**src/source/basics_defs.svh**
```systemverilog
`ifndef BASICS_DEFS_SVH
`define BASICS_DEFS_SVH

// Version the node reports on a query and expects on a version check
`define BASICS_VERSION_MAJOR 8'h01
`define BASICS_VERSION_MINOR 8'h03

// Request addresses the node answers to
`define BASICS_ADDR_QUERY 8'h56
`define BASICS_ADDR_VERSION 8'h76

// First byte of an acknowledge frame
`define BASICS_CODE_ACK 8'h06

// First byte of a negative acknowledge frame
`define BASICS_CODE_NAK 8'h15

// Reply bytes the output FIFO can hold before it drops writes
`define BASICS_FIFO_DEPTH 16

`endif

```
**src/source/basics_pkg.sv**
```systemverilog
`default_nettype none

package basics_pkg;

	// One byte on either message bus
	typedef logic [7:0] msg_byte_t;

	// One cycle of the reply stream into the output FIFO
	// The frame bit stays high from the first to the last byte of a reply
	typedef struct packed {
		msg_byte_t data;
		logic latch;
		logic frame;
	} msg_beat_t;

	// Request kinds seen at frame start
	typedef struct packed {
		logic version;
		logic query;
		logic nak;
	} command_t;

	// Request handling steps of the responder
	typedef enum logic [3:0] {
		st_idle,
		st_take_eid,
		st_send_nak,
		st_send_query_ack,
		st_take_version,
		st_judge_version,
		st_wait_ack,
		st_send_major,
		st_send_minor
	} resp_state_t;

endpackage

`default_nettype wire

```
**src/source/ack_generator.sv**
```systemverilog
`default_nettype none
`include "basics_defs.svh"

module ack_generator import basics_pkg::*; (
	input wire logic clk,
	input wire logic rst,

	// One-cycle requests for a reply frame
	input wire logic generate_ack,
	input wire logic generate_nak,
	input wire msg_byte_t eid,

	output msg_beat_t beat
);

	// Step one sends the code byte and step two the EID
	logic [1:0] step;
	msg_byte_t code_q;
	msg_byte_t eid_q;
	logic start;

	assign start = generate_ack || generate_nak;

	always_ff @(posedge clk) begin
		if (rst) begin
			step <= 2'd0;
		end else if (start) begin
			step <= 2'd1;
		end else if (step == 2'd1) begin
			step <= 2'd2;
		end else begin
			step <= 2'd0;
		end
	end

	// Code and EID are captured with the pulse so the caller may move on
	always_ff @(posedge clk) begin
		if (start) begin
			code_q <= generate_nak ? `BASICS_CODE_NAK : `BASICS_CODE_ACK;
			eid_q <= eid;
		end
	end

	always_comb begin
		beat.data = (step == 2'd2) ? eid_q : code_q;
		beat.latch = (step != 2'd0);
		beat.frame = (step != 2'd0);
	end

	// A request asks for exactly one kind of reply
	a_one_kind: assert property (@(posedge clk) disable iff (rst)
		!(generate_ack && generate_nak));

	// The responder waits for the frame to close before it asks again
	a_no_restart: assert property (@(posedge clk) disable iff (rst)
		(step != 2'd0) |-> !start);

endmodule

`default_nettype wire

```
**src/source/message_fifo.sv**
```systemverilog
`default_nettype none
`include "basics_defs.svh"

module message_fifo import basics_pkg::*; #(
	parameter int DEPTH = `BASICS_FIFO_DEPTH
) (
	input wire logic clk,
	input wire logic rst,

	// Reply bytes and frame boundaries
	input wire msg_beat_t in_beat,
	output logic overflow,

	// Arbitrated output side
	output msg_byte_t out_data,
	output logic out_request,
	input wire logic out_latch
);

	localparam int AW = $clog2(DEPTH);
	localparam int CW = $clog2(DEPTH + 1);

	// Payload bytes, and one length entry per committed frame
	msg_byte_t mem [DEPTH];
	msg_byte_t len_mem [DEPTH];

	logic [AW-1:0] wr_ptr;
	logic [AW-1:0] rd_ptr;
	logic [AW-1:0] len_wr_ptr;
	logic [AW-1:0] len_rd_ptr;
	logic [CW-1:0] used;
	logic [CW-1:0] frames;
	msg_byte_t frame_len;
	msg_byte_t rd_left;
	logic frame_q;
	logic rd_payload;

	logic wr_en;
	logic commit;
	logic rd_en;
	logic rd_done;

	function automatic logic [AW-1:0] ptr_inc(input logic [AW-1:0] ptr);
		return (ptr == AW'(DEPTH - 1)) ? '0 : ptr + 1'b1;
	endfunction

	assign wr_en = in_beat.latch && (used != CW'(DEPTH));
	assign overflow = in_beat.latch && !wr_en;

	// The falling frame bit closes the frame that is being written
	assign commit = frame_q && !in_beat.frame;

	assign rd_en = out_latch && (frames != '0);
	assign rd_done = rd_en && rd_payload && (rd_left == 8'd1);

	// The length byte goes out first, then the payload
	assign out_data = rd_payload ? mem[rd_ptr] : len_mem[len_rd_ptr];

	always_ff @(posedge clk) begin
		if (wr_en) begin
			mem[wr_ptr] <= in_beat.data;
		end
		if (commit) begin
			len_mem[len_wr_ptr] <= frame_len;
		end
	end

	always_ff @(posedge clk) begin
		if (rd_en && !rd_payload) begin
			rd_left <= len_mem[len_rd_ptr];
		end else if (rd_en) begin
			rd_left <= rd_left - 8'd1;
		end
	end

	always_ff @(posedge clk) begin
		if (rst) begin
			wr_ptr <= '0;
			rd_ptr <= '0;
			len_wr_ptr <= '0;
			len_rd_ptr <= '0;
			used <= '0;
			frames <= '0;
			frame_len <= '0;
			frame_q <= 1'b0;
			rd_payload <= 1'b0;
			out_request <= 1'b0;
		end else begin
			frame_q <= in_beat.frame;
			if (wr_en) begin
				wr_ptr <= ptr_inc(wr_ptr);
			end
			if (commit) begin
				frame_len <= '0;
				len_wr_ptr <= ptr_inc(len_wr_ptr);
			end else if (wr_en) begin
				frame_len <= frame_len + 8'd1;
			end
			if (rd_en && !rd_payload) begin
				rd_payload <= 1'b1;
			end else if (rd_en) begin
				rd_ptr <= ptr_inc(rd_ptr);
				if (rd_done) begin
					rd_payload <= 1'b0;
					len_rd_ptr <= ptr_inc(len_rd_ptr);
				end
			end
			used <= used + CW'(wr_en) - CW'(rd_en && rd_payload);
			frames <= frames + CW'(commit) - CW'(rd_done);
			// The request drops for one cycle after every frame so the arbiter can rotate
			out_request <= !rd_done && (commit || (frames != '0));
		end
	end

	// The arbiter only takes bytes while a committed frame waits
	a_no_empty_read: assert property (@(posedge clk) disable iff (rst)
		out_latch |-> (frames != '0));

	// Every committed frame holds at least one stored byte
	a_nonzero_len: assert property (@(posedge clk) disable iff (rst)
		$fell(in_beat.frame) |-> (frame_len != '0));

endmodule

`default_nettype wire

```
**src/source/basics_responder.sv**
```systemverilog
`default_nettype none
`include "basics_defs.svh"

module basics_responder import basics_pkg::*; (
	input wire logic clk,
	input wire logic rst,

	// Master input bus
	input wire logic generate_nak,
	input wire logic ma_data_valid,
	input wire logic ma_frame_valid,
	input wire msg_byte_t ma_data,

	// Reply side, with the latch already qualified by grant
	output msg_byte_t sl_data,
	output logic sl_arb_request,
	output logic overflow,
	input wire logic sl_latch
);

	resp_state_t state;
	resp_state_t next_state;
	command_t command;
	command_t new_command;
	msg_byte_t eid_q;
	logic [15:0] version_q;
	logic byte_idx;
	logic frame_q;
	logic frame_start;

	logic ag_ack;
	logic ag_nak;
	msg_beat_t ag_beat;
	msg_beat_t local_beat;
	msg_beat_t fifo_beat;

	// The address byte is on the bus in the cycle where the frame rises
	assign frame_start = ma_frame_valid && !frame_q;

	always_comb begin
		new_command.version = frame_start && (ma_data == `BASICS_ADDR_VERSION);
		new_command.query = frame_start && (ma_data == `BASICS_ADDR_QUERY);
		new_command.nak = frame_start && generate_nak;
	end

	always_comb begin
		next_state = state;
		ag_ack = 1'b0;
		ag_nak = 1'b0;
		local_beat.data = `BASICS_VERSION_MAJOR;
		local_beat.latch = 1'b0;
		local_beat.frame = 1'b0;
		case (state)
			st_idle: begin
				if (new_command != '0) begin
					next_state = st_take_eid;
				end
			end
			// First data byte is the length and is skipped, the second is the EID
			st_take_eid: begin
				if (!ma_frame_valid) begin
					next_state = st_idle;
				end else if (ma_data_valid && byte_idx) begin
					if (command.nak) begin
						next_state = st_send_nak;
					end else if (command.query) begin
						next_state = st_send_query_ack;
					end else begin
						next_state = st_take_version;
					end
				end
			end
			st_send_nak: begin
				ag_nak = 1'b1;
				next_state = st_idle;
			end
			st_send_query_ack: begin
				ag_ack = 1'b1;
				next_state = st_wait_ack;
			end
			st_take_version: begin
				if (!ma_frame_valid) begin
					next_state = st_idle;
				end else if (ma_data_valid && byte_idx) begin
					next_state = st_judge_version;
				end
			end
			st_judge_version: begin
				if (version_q == {`BASICS_VERSION_MAJOR, `BASICS_VERSION_MINOR}) begin
					ag_ack = 1'b1;
					next_state = st_idle;
				end else begin
					ag_nak = 1'b1;
					next_state = st_wait_ack;
				end
			end
			// The version frame opens only after the acknowledge frame has been committed
			st_wait_ack: begin
				if (!ag_beat.frame) begin
					next_state = st_send_major;
				end
			end
			st_send_major: begin
				local_beat.latch = 1'b1;
				local_beat.frame = 1'b1;
				next_state = st_send_minor;
			end
			st_send_minor: begin
				local_beat.data = `BASICS_VERSION_MINOR;
				local_beat.latch = 1'b1;
				local_beat.frame = 1'b1;
				next_state = st_idle;
			end
			default: begin
				next_state = st_idle;
			end
		endcase
	end

	always_ff @(posedge clk) begin
		if (rst) begin
			state <= st_idle;
			command <= '0;
			frame_q <= 1'b0;
			byte_idx <= 1'b0;
		end else begin
			state <= next_state;
			frame_q <= ma_frame_valid;
			if (state == st_idle) begin
				command <= new_command;
			end
			if (next_state != state) begin
				byte_idx <= 1'b0;
			end else if (ma_data_valid) begin
				byte_idx <= !byte_idx;
			end
		end
	end

	always_ff @(posedge clk) begin
		if ((state == st_take_eid) && ma_data_valid && byte_idx) begin
			eid_q <= ma_data;
		end
		if ((state == st_take_version) && ma_data_valid) begin
			version_q <= {version_q[7:0], ma_data};
		end
	end

	// Only one source writes in any cycle so the latch bits can be merged
	always_comb begin
		fifo_beat.data = ag_beat.latch ? ag_beat.data : local_beat.data;
		fifo_beat.latch = ag_beat.latch || local_beat.latch;
		fifo_beat.frame = ag_beat.frame || local_beat.frame;
	end

	ack_generator u_ack_generator (
		.clk (clk),
		.rst (rst),
		.generate_ack (ag_ack),
		.generate_nak (ag_nak),
		.eid (eid_q),
		.beat (ag_beat)
	);

	message_fifo #(
		.DEPTH (`BASICS_FIFO_DEPTH)
	) u_message_fifo (
		.clk (clk),
		.rst (rst),
		.in_beat (fifo_beat),
		.overflow (overflow),
		.out_data (sl_data),
		.out_request (sl_arb_request),
		.out_latch (sl_latch)
	);

	// The version payload path is taken only for a version request without a NAK
	a_version_cmd: assert property (@(posedge clk) disable iff (rst)
		(state == st_take_version) |-> (command.version && !command.nak));

endmodule

`default_nettype wire

```
**config.mk**
```make
export PLATFORM = sky130hd
export DESIGN_NAME = basics_responder
export DESIGN_NICKNAME = d
export VERILOG_FILES = /design/src/source/basics_pkg.sv /design/src/source/ack_generator.sv /design/src/source/message_fifo.sv /design/src/source/basics_responder.sv
export VERILOG_INCLUDE_DIRS = /design/src /design/src/source
export SDC_FILE = /design/constraint.sdc
export NUM_CORES = 1
export LEC_CHECK = 0
export ABC_AREA = 1
export BUFFER_PORTS_ARGS = -buffer_cell sky130_fd_sc_hd__buf_2
export CAP_MARGIN = 15
export CORE_MARGIN = 5
export CORE_UTILIZATION = 45
export CTS_BUF_LIST = sky130_fd_sc_hd__clkbuf_16
export DETAILED_ROUTE_END_ITERATION = 16
export GPL_TIMING_DRIVEN = 0
export RECOVER_POWER = 50
export SLEW_MARGIN = 0
export SYNTH_ARGS = -nofsm -noshare
export SYNTH_HDL_FRONTEND = slang
export SYNTH_HIERARCHICAL = 1
export SYNTH_SLANG_ARGS = --single-unit
```
**constraint.sdc**
```tcl
create_clock -name clk -period 2.9 [get_ports clk]
set_input_delay 0.58 -clock clk [delete_from_list [all_inputs] [get_ports clk]]
set_output_delay 0.58 -clock clk [all_outputs]
set_load 0.01 [all_outputs]
```
# == Yosys cells after proc, flatten, opt, wreduce, memory -nomap -nowiden ==
# Memory sizes are Yosys's and may differ from the RTL's. A register that Yosys moved wholly into a read port is not among the register bits.
# Index checks and enable logic that the tools add are counted.
# classes
add_sub_neg,10
eq_ne,20
mux,39
bitwise,1
n_reduce_logical,39
# ops
op,count
4-bit 2-to-1 mux,14
8-bit 2-to-1 mux,5
4-bit case mux with 7 select lines,1
"4-bit equality test, second input constant",5
"4-bit by 1-bit adder with 4-bit output, second input constant",4
"16-bit by 9-bit equality test with 1-bit output, second input constant",1
"4-bit by 3-bit equality test with 1-bit output, second input constant",4
"8-bit by 7-bit equality test with 1-bit output, second input constant",2
1-bit logical AND,16
5-bit by 1-bit adder with 5-bit output,2
1-bit 2-to-1 mux,10
5-bit by 1-bit subtractor with 5-bit output,2
3-bit 2-to-1 mux,3
"8-bit by 1-bit adder with 8-bit output, second input constant",1
"4-bit by 2-bit equality test with 1-bit output, second input constant",2
"8-bit by 1-bit equality test with 1-bit output, second input constant",1
2-bit OR reduction,4
"8-bit by 1-bit subtractor with 8-bit output, second input constant",1
1-bit logical NOT,6
2-bit 2-to-1 mux,3
2-bit nonzero test,3
5-bit 2-to-1 mux,1
"5-bit inequality test, second input constant",1
5-bit nonzero test,1
11 further kinds,16
# word_totals
regBits,95
mem_bits_rw,256
input_bits,14
output_inout_bits,10
word_cells,133
mem_count,2
# memory_table
memory,depth,word_bits,rd,rd_ports_with_merged_regs,write_ports,line_no,rtl
u_message_fifo.len_mem,16,8,1,1,1,message_fifo.sv:25,msg_byte_t len_mem [DEPTH];
u_message_fifo.mem,16,8,1,1,1,message_fifo.sv:24,msg_byte_t mem [DEPTH];

# == Longest topological paths before layout ==
# depth
ltp_word,8
mapped_depth,16
ltp_nobuf,15

# == Cells and area by module ==
# Netlist, hierarchy kept.
# modules_own_cells
module,n_inst,cells_per_inst,area_per_inst_um2,seq_area_each_um2
message_fifo,1,1418,13800.7,8828.5
basics_responder,1,153,1401.3,880.8
ack_generator,1,42,469.2,340.3

# == Worst setup path after synthesis ==
# No wires, ideal clock.
# synth_timing
path_type,reg-to-reg
startpoint,register u_ack_generator.step[1]
endpoint,register u_message_fifo.used[4]
setup_ns,0.070
arrival_time_ns,2.689
t_required_ns,2.830
setup_slack_ns,0.141
stages_incl_launch_ff,17
path_buffers,3
period_less_slack_ns,2.759
cell_sequence,dfxtp_1 inv_1 nand2_1 buf_4 clkbuf_1 inv_1 nand3_1 nand2_1 buf_4 ha_1 inv_1 ha_1 inv_1 fa_1 o31ai_1 o21ai_0 a21oi_1
# synth_rtl
element,line_no,rtl
from (decl),ack_generator.sv:17,logic [1:0] step;
from (signal assigned),ack_generator.sv:26,step <= 2'd0;
from (signal assigned),ack_generator.sv:28,step <= 2'd1;
from (signal assigned),ack_generator.sv:30,step <= 2'd2;
to (signal assigned),message_fifo.sv:108,used <= used + CW'(wr_en) - CW'(rd_en && rd_payload);
to (decl),message_fifo.sv:31,logic [CW-1:0] used;

==> qor.yml <==
synth:
  yosysSeqAreaShare_pct: 64.1
  synth_top_cell_by_area: "edfxtp_1"
  synth_mux_area_share_pct: 0
  synth_top_family_by_area: "simple AND/OR/NAND/NOR gates"
  avgSynthCellArea_um2: 9.72
  synth-edff-count: 298
  async_flop_share_pct: 0
  synthAdderAreaFrac_pct: 2.25
  synth_top_cells_by_area: "edfxtp_1 (57%), nand2_1 (12%), dfxtp_1 (7.0%), nand3_1 (6.6%), inv_1 (6.2%)"
  synth-simple-area-share_pct: 22.8
  synth_cells: 1613
  ys_ff_latch: 353
  synth_compound_area_share_pct: 1.77
  ys_types: 39
  ys_warn_count: 6
  yosysTopAreaCellShare_pct: 57.1
  syn-cell-area_um2: 15700
  synth_nets: 1654
  yosys_most_used_dff: "edfxtp_1"
  synth_xor_area_share_pct: 0.615
sta:
  max_slew.worst_pin.slew_ps: 1140
  final.min_clock_period_ps: 2790
  finalCritPeriodShare_pct: 96.0
  fin_setup_tns_ps: 0
  finalHoldViolations: 0
  clock.fmax_mhz: 359
  slew_headroom_pct: 23.8
  skew_ps: 18.1
  setup_viol: 0
  maxSlewViolCount: 0
die:
  io_pins: 24
  core_um2: 34500
  dieArea_um2: 38700
  start_util_pct: 45.5
  row_count: 68
  die_height_um: 197
  dieWidth_um: 197
detailed_routing:
  ant_nets: 0
  totalWireLength_um: 36200
  viasPerCell: 5.01
  via_count: 10900
  drt-pass1-iter-count: 6
  wl_per_cell_um: 16.7
  drc: 0
  drtIter0Drc: 969
finish:
  multiInputGateArea_um2: 4320
  n_fill_cell: 3112
  final_cell_mix: "nand2_1 (510), edfxtp_1 (298), inv_1 (261), nand3_1 (207), nor2_1 (99)"
  drive_gt1_share_pct: 8.70
  syn_to_final_growth_pct: 12.9
  seqCellArea_um2: 10100
  nNetsFinal: 1724
  num_antenna_cells: 0
  fin_area_um2: 17700
  final_common_cell: "nand2_1"
setup_path:
  cp_data_required_time_ps: 2320
  cp_data_arrival_time_ps: 2210
  cpPeakStageDelay_ps: 300
  worst_path_max_delay_cell: "dfxtp_1"
  start_kind: "register"
  path_class: "reg -> out"
  path_common_cell: "nand2_1"
  crit_path_end_kind: "output port"
  crit_chain: "buf_2, clkinvlp_4, clkbuf_4, nand3_1, nand3_1, nand2_1, nand2_1, nand2_1, buf_2"
  path_max_fanout: 10
global_route:
  antenna_found_initial: 0
  grt_usage_pct: 18.5
  grt_pass1_vias: 10300
  grt_overflow: 0
  grt_max_degree: 22
  grt_pass1_wl_um: 56000
power_and_ir_drop:
  clkPwrFrac_pct: 46.6
  seq_power_share_pct: 52.9
  ir_drop_uv: 323
  p_sw_share_pct: 18.9
  p_comb_share_pct: 0.5
  p_switching_mw: 1.94
  leakagePower_nw: 7.49
  p_per_area_nw_per_um2: 581
  p_int_mw: 8.33
clock_network:
  clock-sinks: 353
  ctsLongestPathBuffers: 3
  cts_htree_levels: 2
  tritoncts: "yes"
  cts_root_buffer: "clkbuf_16"
  worst_skew_pair.late_latency_ps: 520
  path_clk_slew_ps: 60
  numCtsBuffers: 38
placement:
  placed_area_um2: 16400
  io_buffers: 23
  hpwl_um: 24200
  gp_congestion: 0.933
job:
  maxCapViolCount: 0
hold_path:
  hold_path.class: "in -> reg"
status:
  status: "finished clean"
==> critical path: cells and delay by family (launching register included) <==
| family | cells | cell delay [ps] |
|---|---|---|
| buf+inv | 4 | 780 |
| simple gates | 5 | 610 |
| flops | 1 | 300 |
==> kinds of logic after synthesis <==
| kind of cell | after synthesis |
|---|---|
| adders and majority gates | 27 |
| and+or+nand+nor | 852 |
| buffers and inverters | 318 |
| xor gates and xnor gates | 11 |
| DFF | 353 |
| AOI/OAI and AO/OA | 52 |
==> timing repair <==
item | CTS | global route
setup endpoints to repair | 10 | 9
setup buffers | 0 | 6
pin swaps | 0 | 2
hold buffers | 0 | 0
gates resized for setup | 1 | 18
==> Yosys cell counts, types with 2 or more instances <==
library cell	n
nand2_1	511
edfxtp_1	298
inv_1	257
nand3_1	208
nor2_1	99
dfxtp_1	55
buf_2	30
a21oi_1	29
ha_1	25
buf_4	16
o21ai_0	15
nor3_1	9
nand4_1	8
xor2_1	8
inv_2	5
buf_6	4
clkbuf_1	4
or2_2	3
xnor2_1	3
fa_1	2
nand2_2	2
nand3_2	2
nand3b_1	2
nor2_4	2
o31ai_1	2
==> state kept, by name, indices dropped and copies added (netlist names), 8 cells and up, named ones only <==
name / flops
eid_q: 8
u_ack_generator/eid_q: 8
u_message_fifo/frame_len: 8
u_message_fifo/len_mem: 128
u_message_fifo/mem: 128
u_message_fifo/rd_left: 8
version_q: 16
==> path summary, 6_finish.rpt <==
kind / start / end / slack, ps / cells after the start
max reg2reg: state[3] / u_message_fifo/frames[4] / 210 / 15
min: ma_data[5] / version_q[5] / 310 / 1
max: register / sl_data[6] / 110 / 9
min reg2reg: eid_q[7] / u_ack_generator/eid_q[7] / 420 / 0
==> layer usage <==
| metal | up-vias | share of wire, % | global-route usage (%) |
|---|---|---|---|
| li1 | 5338 | - | - |
| met3 | 53 | 6.5 | 2.85 |
| met2 | 351 | 45 | 29.3 |
| met4 | 0 | 2.1 | 4.75 |
| met5 | - | 0 | 0 |
| met1 | 5112 | 46 | 26.9 |
==> layout make-up <==
cell class / count / share of cell area (%)
sequential: 353 / 56.8
multi-input combinational: 942 / 24.4
clock buffer: 39 / 5.52
clock inverter: 30 / 1.50
inverter: 263 / 5.64
tap: 455 / 3.22
buffer: 54 / 1.95
timing repair buffer: 31 / 0.898
==> through the flow <==
step | setup WS [ps] | instances | power (mW) | hold slack (ps) | util, %
after floorplan | 141 | 1613 | 5.57 | 400 | -
after global placement | -344 | 2091 | 5.60 | 403 | 47.5
after detailed placement | -336 | 2091 | 5.60 | 405 | 47.5
after CTS | 33.4 | 2159 | 10.4 | 250 | 51.1
after global routing | -60.4 | 2167 | 10.6 | 319 | 51.3
final | 115 | 2167 | 10.3 | 306 | 51.3
==> power by group through the flow <==
stage | registers (mW) | clock network, mW | logic (mW)
2_1_floorplan | 5.54 | 0 | 0.0320
3_3_place_gp | 5.54 | 0 | 0.0565
3_5_place_dp | 5.54 | 0 | 0.0574
4_1_cts | 5.43 | 4.90 | 0.0577
5_1_grt | 5.43 | 5.10 | 0.0623
6_report | 5.43 | 4.78 | 0.0547
(Power assumes the default switching activity.)
